--- config.mk ---
export PLATFORM = sky130hd
export DESIGN_NAME = rv32_core_ahb
export DESIGN_NICKNAME = d
export VERILOG_FILES = /design/src/hw/rv_core_pkg.sv /design/src/hw/ahb_master_arbiter.sv /design/src/hw/rv32_core_ahb.sv /design/src/hw/rv_exec_unit.sv /design/src/hw/rv_fetch_unit.sv
export VERILOG_INCLUDE_DIRS = /design/src /design/src/hw
export SDC_FILE = /design/constraint.sdc
export NUM_CORES = 2
export LEC_CHECK = 0
export BUFFER_PORTS_ARGS = -buffer_cell sky130_fd_sc_hd__buf_4
export CORE_AREA = 3 3 395 397
export CTS_BUF_LIST = sky130_fd_sc_hd__clkbuf_16
export DETAILED_ROUTE_END_ITERATION = 16
export DIE_AREA = 0 0 398 400
export MAX_ROUTING_LAYER = met4
export PLACE_DENSITY = 0.6
export SLEW_MARGIN = 20
export SYNTH_ARGS = -nofsm -noshare
export SYNTH_HDL_FRONTEND = slang
export SYNTH_SLANG_ARGS = --single-unit
--- constraint.sdc ---
create_clock -name clk -period 20.6 [get_ports clk]
set_input_delay 2.06 -clock clk [delete_from_list [all_inputs] [get_ports clk]]
set_output_delay 2.06 -clock clk [all_outputs]
set_load 0.02 [all_outputs]
--- src/hw/rv_core_cfg.svh ---
`ifndef RV_CORE_CFG_SVH
`define RV_CORE_CFG_SVH

// First fetch address out of reset
`define CORE_RESET_PC 32'h0000_0000

// HPROT bit 0 marks a data access, bit 1 privileged mode
`define HPROT_OPCODE 4'b0010
`define HPROT_DATA   4'b0011

// Transfer types used by a single-transfer master
`define HTRANS_IDLE   2'b00
`define HTRANS_NONSEQ 2'b10

// Byte step between consecutive instructions
`define CORE_PC_STEP 32'd4

`endif

--- src/hw/rv_core_pkg.sv ---
package rv_core_pkg;

    // RV32I major opcodes handled by the core
    localparam logic [6:0] OPC_OP    = 7'b0110011; // Register ALU ops
    localparam logic [6:0] OPC_IMM   = 7'b0010011; // Immediate ALU ops
    localparam logic [6:0] OPC_LUI   = 7'b0110111;
    localparam logic [6:0] OPC_LOAD  = 7'b0000011;
    localparam logic [6:0] OPC_STORE = 7'b0100011;

    localparam logic [2:0] F3_ADD  = 3'b000; // ADD, SUB, ADDI
    localparam logic [2:0] F3_XOR  = 3'b100;
    localparam logic [2:0] F3_OR   = 3'b110;
    localparam logic [2:0] F3_AND  = 3'b111;
    localparam logic [2:0] F3_WORD = 3'b010; // LW and SW width

    localparam logic [6:0] F7_BASE = 7'b0000000;
    localparam logic [6:0] F7_SUB  = 7'b0100000;

    // Request from one bus client to the arbiter
    typedef struct packed {
        logic [31:0] addr;  // Word address
        logic        write; // Store when set
        logic [31:0] wdata; // Store data
    } bus_req_t;

    // Reply from the arbiter to the owning client
    typedef struct packed {
        logic        done;  // Data phase finished
        logic        error; // HRESP error seen
        logic [31:0] rdata; // HRDATA at done
    } bus_rsp_t;

    typedef enum logic [2:0] {
        ALU_ADD    = 3'd0,
        ALU_SUB    = 3'd1,
        ALU_AND    = 3'd2,
        ALU_OR     = 3'd3,
        ALU_XOR    = 3'd4,
        ALU_PASS_B = 3'd5  // LUI passes the immediate
    } alu_op_e;

    typedef struct packed {
        logic [4:0]  rd;
        logic [4:0]  rs1;
        logic [4:0]  rs2;
        logic [31:0] imm;       // Sign-extended or upper immediate
        alu_op_e     alu_op;
        logic        use_imm;   // ALU B from imm
        logic        reg_write; // Writes rd at retire
        logic        load;
        logic        store;
    } decoded_t;

endpackage

--- src/hw/ahb_master_arbiter.sv ---
`timescale 1ns/10ps
`include "rv_core_cfg.svh"

module ahb_master_arbiter (
    input  logic                  i_clk,
    input  logic                  i_reset_n,
    input  logic                  i_fetch_valid,
    input  rv_core_pkg::bus_req_t i_fetch_req,
    output rv_core_pkg::bus_rsp_t o_fetch_rsp,
    input  logic                  i_data_valid,
    input  rv_core_pkg::bus_req_t i_data_req,
    output rv_core_pkg::bus_rsp_t o_data_rsp,
    output logic [31:0]           o_haddr,
    output logic [1:0]            o_htrans,
    output logic                  o_hwrite,
    output logic [31:0]           o_hwdata,
    output logic [3:0]            o_hprot,
    input  logic [31:0]           i_hrdata,
    input  logic                  i_hready,
    input  logic                  i_hresp,
    output logic                  o_fault    // Sticky bus error
);
    import rv_core_pkg::*;

    typedef enum logic [1:0] {
        ST_IDLE,
        ST_ADDR,  // NONSEQ on the bus
        ST_DATA   // Wait for HREADY
    } state_e;

    state_e   state;
    bus_req_t xfer;       // Request that owns the bus
    logic     owner_data; // Data side owns the transfer
    logic     fault_q;
    bus_rsp_t rsp;

    always_ff @(posedge i_clk or negedge i_reset_n) begin
        if (!i_reset_n) begin
            state      <= ST_IDLE;
            xfer       <= '0;
            owner_data <= 1'b0;
            fault_q    <= 1'b0;
        end else begin
            case (state)
                ST_IDLE: begin
                    if (!fault_q && i_data_valid) begin         // Data wins ties
                        xfer       <= i_data_req;
                        owner_data <= 1'b1;
                        state      <= ST_ADDR;
                    end else if (!fault_q && i_fetch_valid) begin
                        xfer       <= i_fetch_req;
                        owner_data <= 1'b0;
                        state      <= ST_ADDR;
                    end
                end
                ST_ADDR: begin
                    if (i_hready) begin
                        state <= ST_DATA;   // Address accepted
                    end
                end
                ST_DATA: begin
                    if (i_hready) begin
                        state <= ST_IDLE;
                        if (i_hresp) begin
                            fault_q <= 1'b1; // No grants after this
                        end
                    end
                end
                default: state <= ST_IDLE;
            endcase
        end
    end

    // Reply goes only to the owner
    assign rsp.done  = (state == ST_DATA) && i_hready;
    assign rsp.error = rsp.done && i_hresp;
    assign rsp.rdata = i_hrdata;

    assign o_fetch_rsp = owner_data ? bus_rsp_t'('0) : rsp;
    assign o_data_rsp  = owner_data ? rsp : bus_rsp_t'('0);

    // Address and control stay put for the whole transfer
    assign o_haddr  = xfer.addr;
    assign o_hwrite = xfer.write;
    assign o_htrans = (state == ST_ADDR) ? `HTRANS_NONSEQ : `HTRANS_IDLE;
    assign o_hwdata = (state == ST_DATA) ? xfer.wdata : 32'd0;
    assign o_hprot  = owner_data ? `HPROT_DATA : `HPROT_OPCODE;
    assign o_fault  = fault_q;

endmodule

--- src/hw/rv32_core_ahb.sv ---
`timescale 1ns/10ps

module rv32_core_ahb (
    input  logic        clk,
    input  logic        reset_n,
    output logic [31:0] o_haddr,
    output logic [1:0]  o_htrans,
    output logic        o_hwrite,
    output logic [31:0] o_hwdata,
    output logic [3:0]  o_hprot,
    input  logic [31:0] i_hrdata,
    input  logic        i_hready,
    input  logic        i_hresp,
    output logic        o_fault
);
    import rv_core_pkg::*;

    logic        fetch_req_valid;
    bus_req_t    fetch_req;
    bus_rsp_t    fetch_rsp;
    logic        instr_valid;     // Buffer to execute
    logic [31:0] instr;
    logic        instr_take;
    logic        data_req_valid;
    bus_req_t    data_req;
    bus_rsp_t    data_rsp;

    rv_fetch_unit i_rv_fetch_unit (
        .i_clk         (clk),
        .i_reset_n     (reset_n),
        .i_take        (instr_take),
        .i_halt        (o_fault),        // Fault freezes the PC
        .o_req_valid   (fetch_req_valid),
        .o_req         (fetch_req),
        .i_rsp         (fetch_rsp),
        .o_instr_valid (instr_valid),
        .o_instr       (instr)
    );

    rv_exec_unit i_rv_exec_unit (
        .i_clk         (clk),
        .i_reset_n     (reset_n),
        .i_instr_valid (instr_valid),
        .i_instr       (instr),
        .o_take        (instr_take),
        .o_req_valid   (data_req_valid),
        .o_req         (data_req),
        .i_rsp         (data_rsp)
    );

    ahb_master_arbiter i_ahb_master_arbiter (
        .i_clk         (clk),
        .i_reset_n     (reset_n),
        .i_fetch_valid (fetch_req_valid),
        .i_fetch_req   (fetch_req),
        .o_fetch_rsp   (fetch_rsp),
        .i_data_valid  (data_req_valid),
        .i_data_req    (data_req),
        .o_data_rsp    (data_rsp),
        .o_haddr       (o_haddr),
        .o_htrans      (o_htrans),
        .o_hwrite      (o_hwrite),
        .o_hwdata      (o_hwdata),
        .o_hprot       (o_hprot),
        .i_hrdata      (i_hrdata),
        .i_hready      (i_hready),
        .i_hresp       (i_hresp),
        .o_fault       (o_fault)
    );

endmodule

--- src/hw/rv_exec_unit.sv ---
`timescale 1ns/10ps

module rv_exec_unit (
    input  logic                  i_clk,
    input  logic                  i_reset_n,
    input  logic                  i_instr_valid,
    input  logic [31:0]           i_instr,
    output logic                  o_take,      // Retire pulse to fetch
    output logic                  o_req_valid, // Load or store request
    output rv_core_pkg::bus_req_t o_req,
    input  rv_core_pkg::bus_rsp_t i_rsp
);
    import rv_core_pkg::*;

    decoded_t    dec;
    logic [6:0]  opcode;
    logic [2:0]  funct3;
    logic [6:0]  funct7;
    logic [31:0] regs [32];  // Entry 0 never written
    logic [31:0] rs1_val;
    logic [31:0] rs2_val;
    logic [31:0] alu_b;
    logic [31:0] alu_res;
    logic        mem_op;
    logic        load_wb;    // Load data captured, retire now
    logic [31:0] load_data;
    logic [31:0] wb_data;
    logic        rd_we;

    assign opcode = i_instr[6:0];
    assign funct3 = i_instr[14:12];
    assign funct7 = i_instr[31:25];

    // Unsupported encodings decode to a no-op
    always_comb begin
        dec     = '0;
        dec.rd  = i_instr[11:7];
        dec.rs1 = i_instr[19:15];
        dec.rs2 = i_instr[24:20];
        dec.imm = {{20{i_instr[31]}}, i_instr[31:20]}; // I-type default
        case (opcode)
            OPC_OP: begin
                if (funct7 == F7_BASE) begin
                    dec.reg_write = 1'b1;
                    case (funct3)
                        F3_ADD:  dec.alu_op = ALU_ADD;
                        F3_XOR:  dec.alu_op = ALU_XOR;
                        F3_OR:   dec.alu_op = ALU_OR;
                        F3_AND:  dec.alu_op = ALU_AND;
                        default: dec.reg_write = 1'b0; // Shifts and compares
                    endcase
                end else if (funct7 == F7_SUB && funct3 == F3_ADD) begin
                    dec.alu_op    = ALU_SUB;
                    dec.reg_write = 1'b1;
                end
            end
            OPC_IMM: begin
                if (funct3 == F3_ADD) begin // ADDI only
                    dec.use_imm   = 1'b1;
                    dec.reg_write = 1'b1;
                end
            end
            OPC_LUI: begin
                dec.imm       = {i_instr[31:12], 12'd0};
                dec.alu_op    = ALU_PASS_B;
                dec.use_imm   = 1'b1;
                dec.reg_write = 1'b1;
            end
            OPC_LOAD: begin
                if (funct3 == F3_WORD) begin
                    dec.use_imm   = 1'b1;   // Address is rs1 + imm
                    dec.reg_write = 1'b1;
                    dec.load      = 1'b1;
                end
            end
            OPC_STORE: begin
                if (funct3 == F3_WORD) begin
                    dec.imm     = {{20{i_instr[31]}}, i_instr[31:25], i_instr[11:7]};
                    dec.use_imm = 1'b1;
                    dec.store   = 1'b1;
                end
            end
            default: dec.reg_write = 1'b0;
        endcase
    end

    // Register read with x0 forced to zero
    assign rs1_val = (dec.rs1 == 5'd0) ? 32'd0 : regs[dec.rs1];
    assign rs2_val = (dec.rs2 == 5'd0) ? 32'd0 : regs[dec.rs2];
    assign alu_b   = dec.use_imm ? dec.imm : rs2_val;

    always_comb begin
        case (dec.alu_op)
            ALU_ADD:    alu_res = rs1_val + alu_b;
            ALU_SUB:    alu_res = rs1_val - alu_b;
            ALU_AND:    alu_res = rs1_val & alu_b;
            ALU_OR:     alu_res = rs1_val | alu_b;
            ALU_XOR:    alu_res = rs1_val ^ alu_b;
            ALU_PASS_B: alu_res = alu_b;
            default:    alu_res = 32'd0;
        endcase
    end

    assign mem_op = dec.load || dec.store;

    // Request held until done, dropped during the load write-back cycle
    assign o_req_valid = i_instr_valid && mem_op && !load_wb;
    assign o_req       = '{addr: alu_res, write: dec.store, wdata: rs2_val};

    assign o_take = i_instr_valid && (!mem_op
                                      || (dec.store && i_rsp.done)
                                      || (dec.load && load_wb));

    assign wb_data = dec.load ? load_data : alu_res;
    assign rd_we   = o_take && dec.reg_write && (dec.rd != 5'd0);

    always_ff @(posedge i_clk or negedge i_reset_n) begin
        if (!i_reset_n) begin
            load_wb <= 1'b0;
        end else begin
            if (load_wb) begin
                load_wb <= 1'b0;
            end else if (i_instr_valid && dec.load && i_rsp.done) begin
                load_wb <= 1'b1;    // Retire one cycle after done
            end
        end
    end

    always_ff @(posedge i_clk) begin
        if (rd_we) begin
            regs[dec.rd] <= wb_data;
        end
        if (dec.load && i_rsp.done) begin
            load_data <= i_rsp.rdata;
        end
    end

endmodule

--- src/hw/rv_fetch_unit.sv ---
`timescale 1ns/10ps
`include "rv_core_cfg.svh"

module rv_fetch_unit (
    input  logic                  i_clk,
    input  logic                  i_reset_n,
    input  logic                  i_take,        // Execute retires buffered word
    input  logic                  i_halt,        // Fault stops new fetches
    output logic                  o_req_valid,
    output rv_core_pkg::bus_req_t o_req,
    input  rv_core_pkg::bus_rsp_t i_rsp,
    output logic                  o_instr_valid,
    output logic [31:0]           o_instr
);

    logic [31:0] pc;        // Address of the next request
    logic [31:0] req_addr;  // Address of the request in flight
    logic        req_pend;  // Request issued, done not yet seen
    logic        buf_valid; // Prefetch buffer holds a word
    logic [31:0] buf_word;
    logic        issue;     // New request this cycle
    logic        fill;      // Good read data returns

    // Only one fetch outstanding, buffer is free by the time it returns
    assign issue = !req_pend && (!buf_valid || i_take) && !i_halt;
    assign fill  = i_rsp.done && !i_rsp.error;

    // Level held from issue until done
    assign o_req_valid = issue || req_pend;
    assign o_req       = '{addr:  (req_pend ? req_addr : pc),
                           write: 1'b0,
                           wdata: 32'd0};

    assign o_instr_valid = buf_valid;
    assign o_instr       = buf_word;

    always_ff @(posedge i_clk or negedge i_reset_n) begin
        if (!i_reset_n) begin
            pc       <= `CORE_RESET_PC;
            req_pend <= 1'b0;
        end else begin
            if (issue) begin
                req_pend <= 1'b1;
                pc       <= pc + `CORE_PC_STEP; // Step on each issued request
            end else if (i_rsp.done) begin
                req_pend <= 1'b0;               // Error also ends the request
            end
        end
    end

    always_ff @(posedge i_clk or negedge i_reset_n) begin
        if (!i_reset_n) begin
            buf_valid <= 1'b0;
        end else begin
            if (fill) begin
                buf_valid <= 1'b1;
            end else if (i_take) begin
                buf_valid <= 1'b0;
            end
        end
    end

    always_ff @(posedge i_clk) begin
        if (issue) begin
            req_addr <= pc;         // Hold address while arbiter is busy
        end
        if (fill) begin
            buf_word <= i_rsp.rdata;
        end
    end

endmodule
==> flow_summary_export.csv <==
group,metric,value,unit
finish,finalNonFillerCells,5923,
clock_tree,post_cts_buffers,0,
grt,grt_usage,25.8,%
drt,drc_errors,0,
drt,avgViaCountPerCell,6.36,
clock_tree,postCtsHoldBufs,0,
clock_tree,cts.repair.resized,0,
logic_synthesis,ys_seq_area_share,59.5,%
die,die_area,159000,sq um
drt,firstDrtPassIters,6,
timing,fin_tns_setup,0,ps
grt,grt_overflow,0,
critical_path,cp_common_cell,"buf_4",
drt,vias,37700,
power,p_sw_share,32.2,%
grt,grt_max_degree,95,
logic_synthesis,async_flop_share,8.29,%
die,core_region_area,152000,sq um
placement,port_buffers,103,
finish,fin_nets,3926,
power,switching_power,2600,uW
run,max-cap-violations,0,
critical_path,r2r_cells,25,
finish,syn_to_final_growth,12.4,%
die,fp-row-count,143,
die,die_w,398,um
logic_synthesis,yosysTopAreaCell,"edfxtp_1",
critical_path,criticalPathCategory,"flop to flop",
worst_hold_path,hold_class,"flop to flop",
logic_synthesis,synth_area_per_cell,16.6,sq um
clock_tree,cts.sinks,1230,
timing,tightestPinTransition,1270,ps
timing,setup_violations,0,
drt,drt-wirelength-per-cell,33.7,um
drt,dr.first_iter.drc_count,4982,
placement,finalWeightedCongestion,0.952,
timing,timing.clock.skew,35.8,ps
power,total_power,8070,uW
clock_tree,clockBufferDepth,3,
logic_synthesis,synth_edf_count,1118,
power,combPwrFrac,27.7,%
clock_tree,clk_latency,780,ps
die,initial_core_util,40.1,%
timing,slew_violations,0,
power,p_per_area,118,nW/um^2
critical_path,slowest_delay,860,ps
logic_synthesis,yosys.cell_types.count,86,
critical_path,worst-path-buf-inv,4,
logic_synthesis,synth_most_common_cell,"edfxtp_1",
logic_synthesis,ys_top_cells_by_count,"1118 x edfxtp_1, 539 x mux4_2, 193 x nand2_1, 145 x clkbuf_1, 123 x nor2_1",
logic_synthesis,yosys_warnings,0,
timing,fin_crit_sh,44.6,%
grt,grt_pass1_wl,282,mm
critical_path,cp_data_required_time,21150,ps
grt,antenna_found_initial,4,
clock_tree,clk_pin_slew,60,ps
logic_synthesis,synth_ff_type,"edfxtp_1",
timing,finalCriticalPeriod,9190,ps
timing,hold_viol,0,
logic_synthesis,synth.area.top_cells,"edfxtp_1 55%, mux4_2 20%, dfrtp_1 4.2%",
die,fp.dieH,400,um
drt,drtAntennaViolNets,0,
worst_hold_path,hold_path_depth,1,
critical_path,cp.depth,25,
finish,drive_above_1_share,28.2,%
grt,grt_pass1_vias,37200,
power,intPower,5480,uW
critical_path,arrival,9740,ps
critical_path,crit_path_top_delay_cell,"dfxtp_4",
logic_synthesis,netlist_area,61000,sq um
logic_synthesis,netlist.area_leader.share,55.0,%
clock_tree,cts_buffers,131,
power,p_clk_share,27.9,%
critical_path,worst_setup_path_start_kind,"flop",
critical_path,worst_setup_path_end_kind,"flop",
die,pin_count,108,
run_status,status,"complete, no violations",
power,p_leak,0.0234,uW
power,ir_worst_vdd,0.0000798,V
critical_path,worstPathMaxFanout,52,
clock_tree,htreeDepth,4,
clock_tree,clockRootBuffer,"clkbuf_16",
logic_synthesis,syn_inst,3674,
critical_path,critPathTopFamily,"compound AO/OA/AOI/OAI gates",
timing,max_slew_margin,14.6,%
power,sequentialPowerShare,44.4,%
timing,max_freq,0.109,GHz
placement,dp_hpwl,119,mm
timing,rsz0062_at_grt,"no",
drt,wl,200,mm
placement,dp.cells,5688,
clock_tree,cts_tree,"yes",
logic_synthesis,synth-seq-cells,1230,
==> worst paths after layout <==
path                                                         startpoint                                      endpoint  slack, ps
max in group asynchronous                                       reset_n     i_ahb_master_arbiter.xfer[29]$_DFFE_PN0P_      17880
min in group asynchronous                                       reset_n   i_ahb_master_arbiter.o_haddr[8]$_DFFE_PN0P_       1410
max reg2reg                                                        flop          i_rv_exec_unit.regs[4][31]$_DFFE_PP_      11410
max                                                                flop          i_rv_exec_unit.regs[4][31]$_DFFE_PP_      11410
min reg2reg                i_ahb_master_arbiter.o_haddr[16]$_DFFE_PN0P_  i_ahb_master_arbiter.o_haddr[16]$_DFFE_PN0P_        480
min                        i_ahb_master_arbiter.o_haddr[16]$_DFFE_PN0P_  i_ahb_master_arbiter.o_haddr[16]$_DFFE_PN0P_        480
==> per-layer routing <==
metal  GRT usage, %  routed length (um)  share of wire, %  vias to the layer above
met4           9.81                8240               4.1                        0
li1               -                   -                 -                    15200
met2           38.7               91900                46                     2009
met5              -                   0                 0                        -
met3           4.80               18500               9.2                      405
met1           35.3               80900                41                    20100
==> sequential cells by signal (all words and copies together), names as in the netlist, named ones only <==
signal and flops:
i_rv_exec_unit.load_wb 1, i_rv_fetch_unit.req_addr 30, i_rv_fetch_unit.o_instr_valid 1, i_ahb_master_arbiter.owner_data 1, i_ahb_master_arbiter.o_hwrite 1, i_rv_exec_unit.regs 1024
i_rv_exec_unit.load_data 32, i_ahb_master_arbiter.xfer 32, i_ahb_master_arbiter.state 2, i_rv_fetch_unit.pc 30, i_rv_fetch_unit.o_instr 32, i_ahb_master_arbiter.o_fault 1
i_rv_fetch_unit.req_pend 1, i_ahb_master_arbiter.o_haddr 32
==> power by group through the flow <==
stage          combinational, uW  clock, uW  sequential (uW)
2_1_floorplan               1350          0             3610
4_1_cts                     2230       2290             3590
6_report                    2230       2250             3590
3_3_place_gp                2200          0             3640
3_5_place_dp                2220          0             3640
5_1_grt                     2400       2390             3600
==> cell type report <==
type	instances	area [sq um]
Antenna cell	4	10.0
Fill cell	13200	83700
Inverter	82	308
Timing Repair Buffer	239	1840
Tap cell	2030	2540
Clock buffer	135	3380
Multi-Input combinational cell	2108	23500
Sequential cell	1230	36400
Clock inverter	95	644
==> cells in the final DEF, fill, tap and decap left out, types with 89 or more instances in the layout <==
cell	Yosys	final
clkbuf_16	0	135
mux4_2	539	539
ha_1	97	97
mux2i_1	117	117
a21oi_1	110	89
buf_4	49	232
o21ai_0	118	118
nor2_1	123	95
edfxtp_1	1118	1118
inv_1	79	111
dfrtp_1	102	101
nand2_1	193	193
==> cells by family (layout without fill, tap and decap cells) <==
family | count (synthesis) | in the layout | share of synthesized area (%)
multiplexers | 694 | 694 | 22.7
AO/OA/AOI/OAI | 563 | 563 | 6.28
other | 2 | 40 | 0.0123
AND/OR/NAND/NOR | 630 | 630 | 5.17
buffers and inverters | 370 | 551 | 3.01
adder cells (fa/ha/maj) | 98 | 98 | 2.02
flip-flops | 1230 | 1230 | 59.5
XOR/XNOR | 87 | 87 | 1.25
==> stage by stage <==
step | area (sq um) | worst slack, ps | hold WS, ps | util (%)
floorplan | 61100 | 11940 | 442 | -
global placement | 64500 | 11520 | 458 | 42.3
detailed placement | 64500 | 11520 | 467 | 42.4
CTS | 68500 | 11480 | 480 | 45.0
global route | 68500 | 10880 | 491 | 45.0
finish | 68600 | 11410 | 481 | 45.0
==> worst reg2reg max path: stages, from the launching register on <==
cell      delay, ps
dfxtp_4         860
buf_4           650
buf_4           840
buf_4           850
mux4_2          430
mux4_2          490
o21ai_1         470
a21oi_1         110
a2111o_1        360
nor3_1          350
and2_1          290
a21oi_1         110
xnor2_1         170
ha_1            410
o21a_1          200
o21a_1          150
o21ai_0         370
nor3_1          120
o211ai_1        140
nand2_1         160
o41ai_1         430
o21ai_0         200
xnor2_1         170
nand2_1         110
a31oi_2         200
buf_4           320
Power figures use the tool's default switching activity.
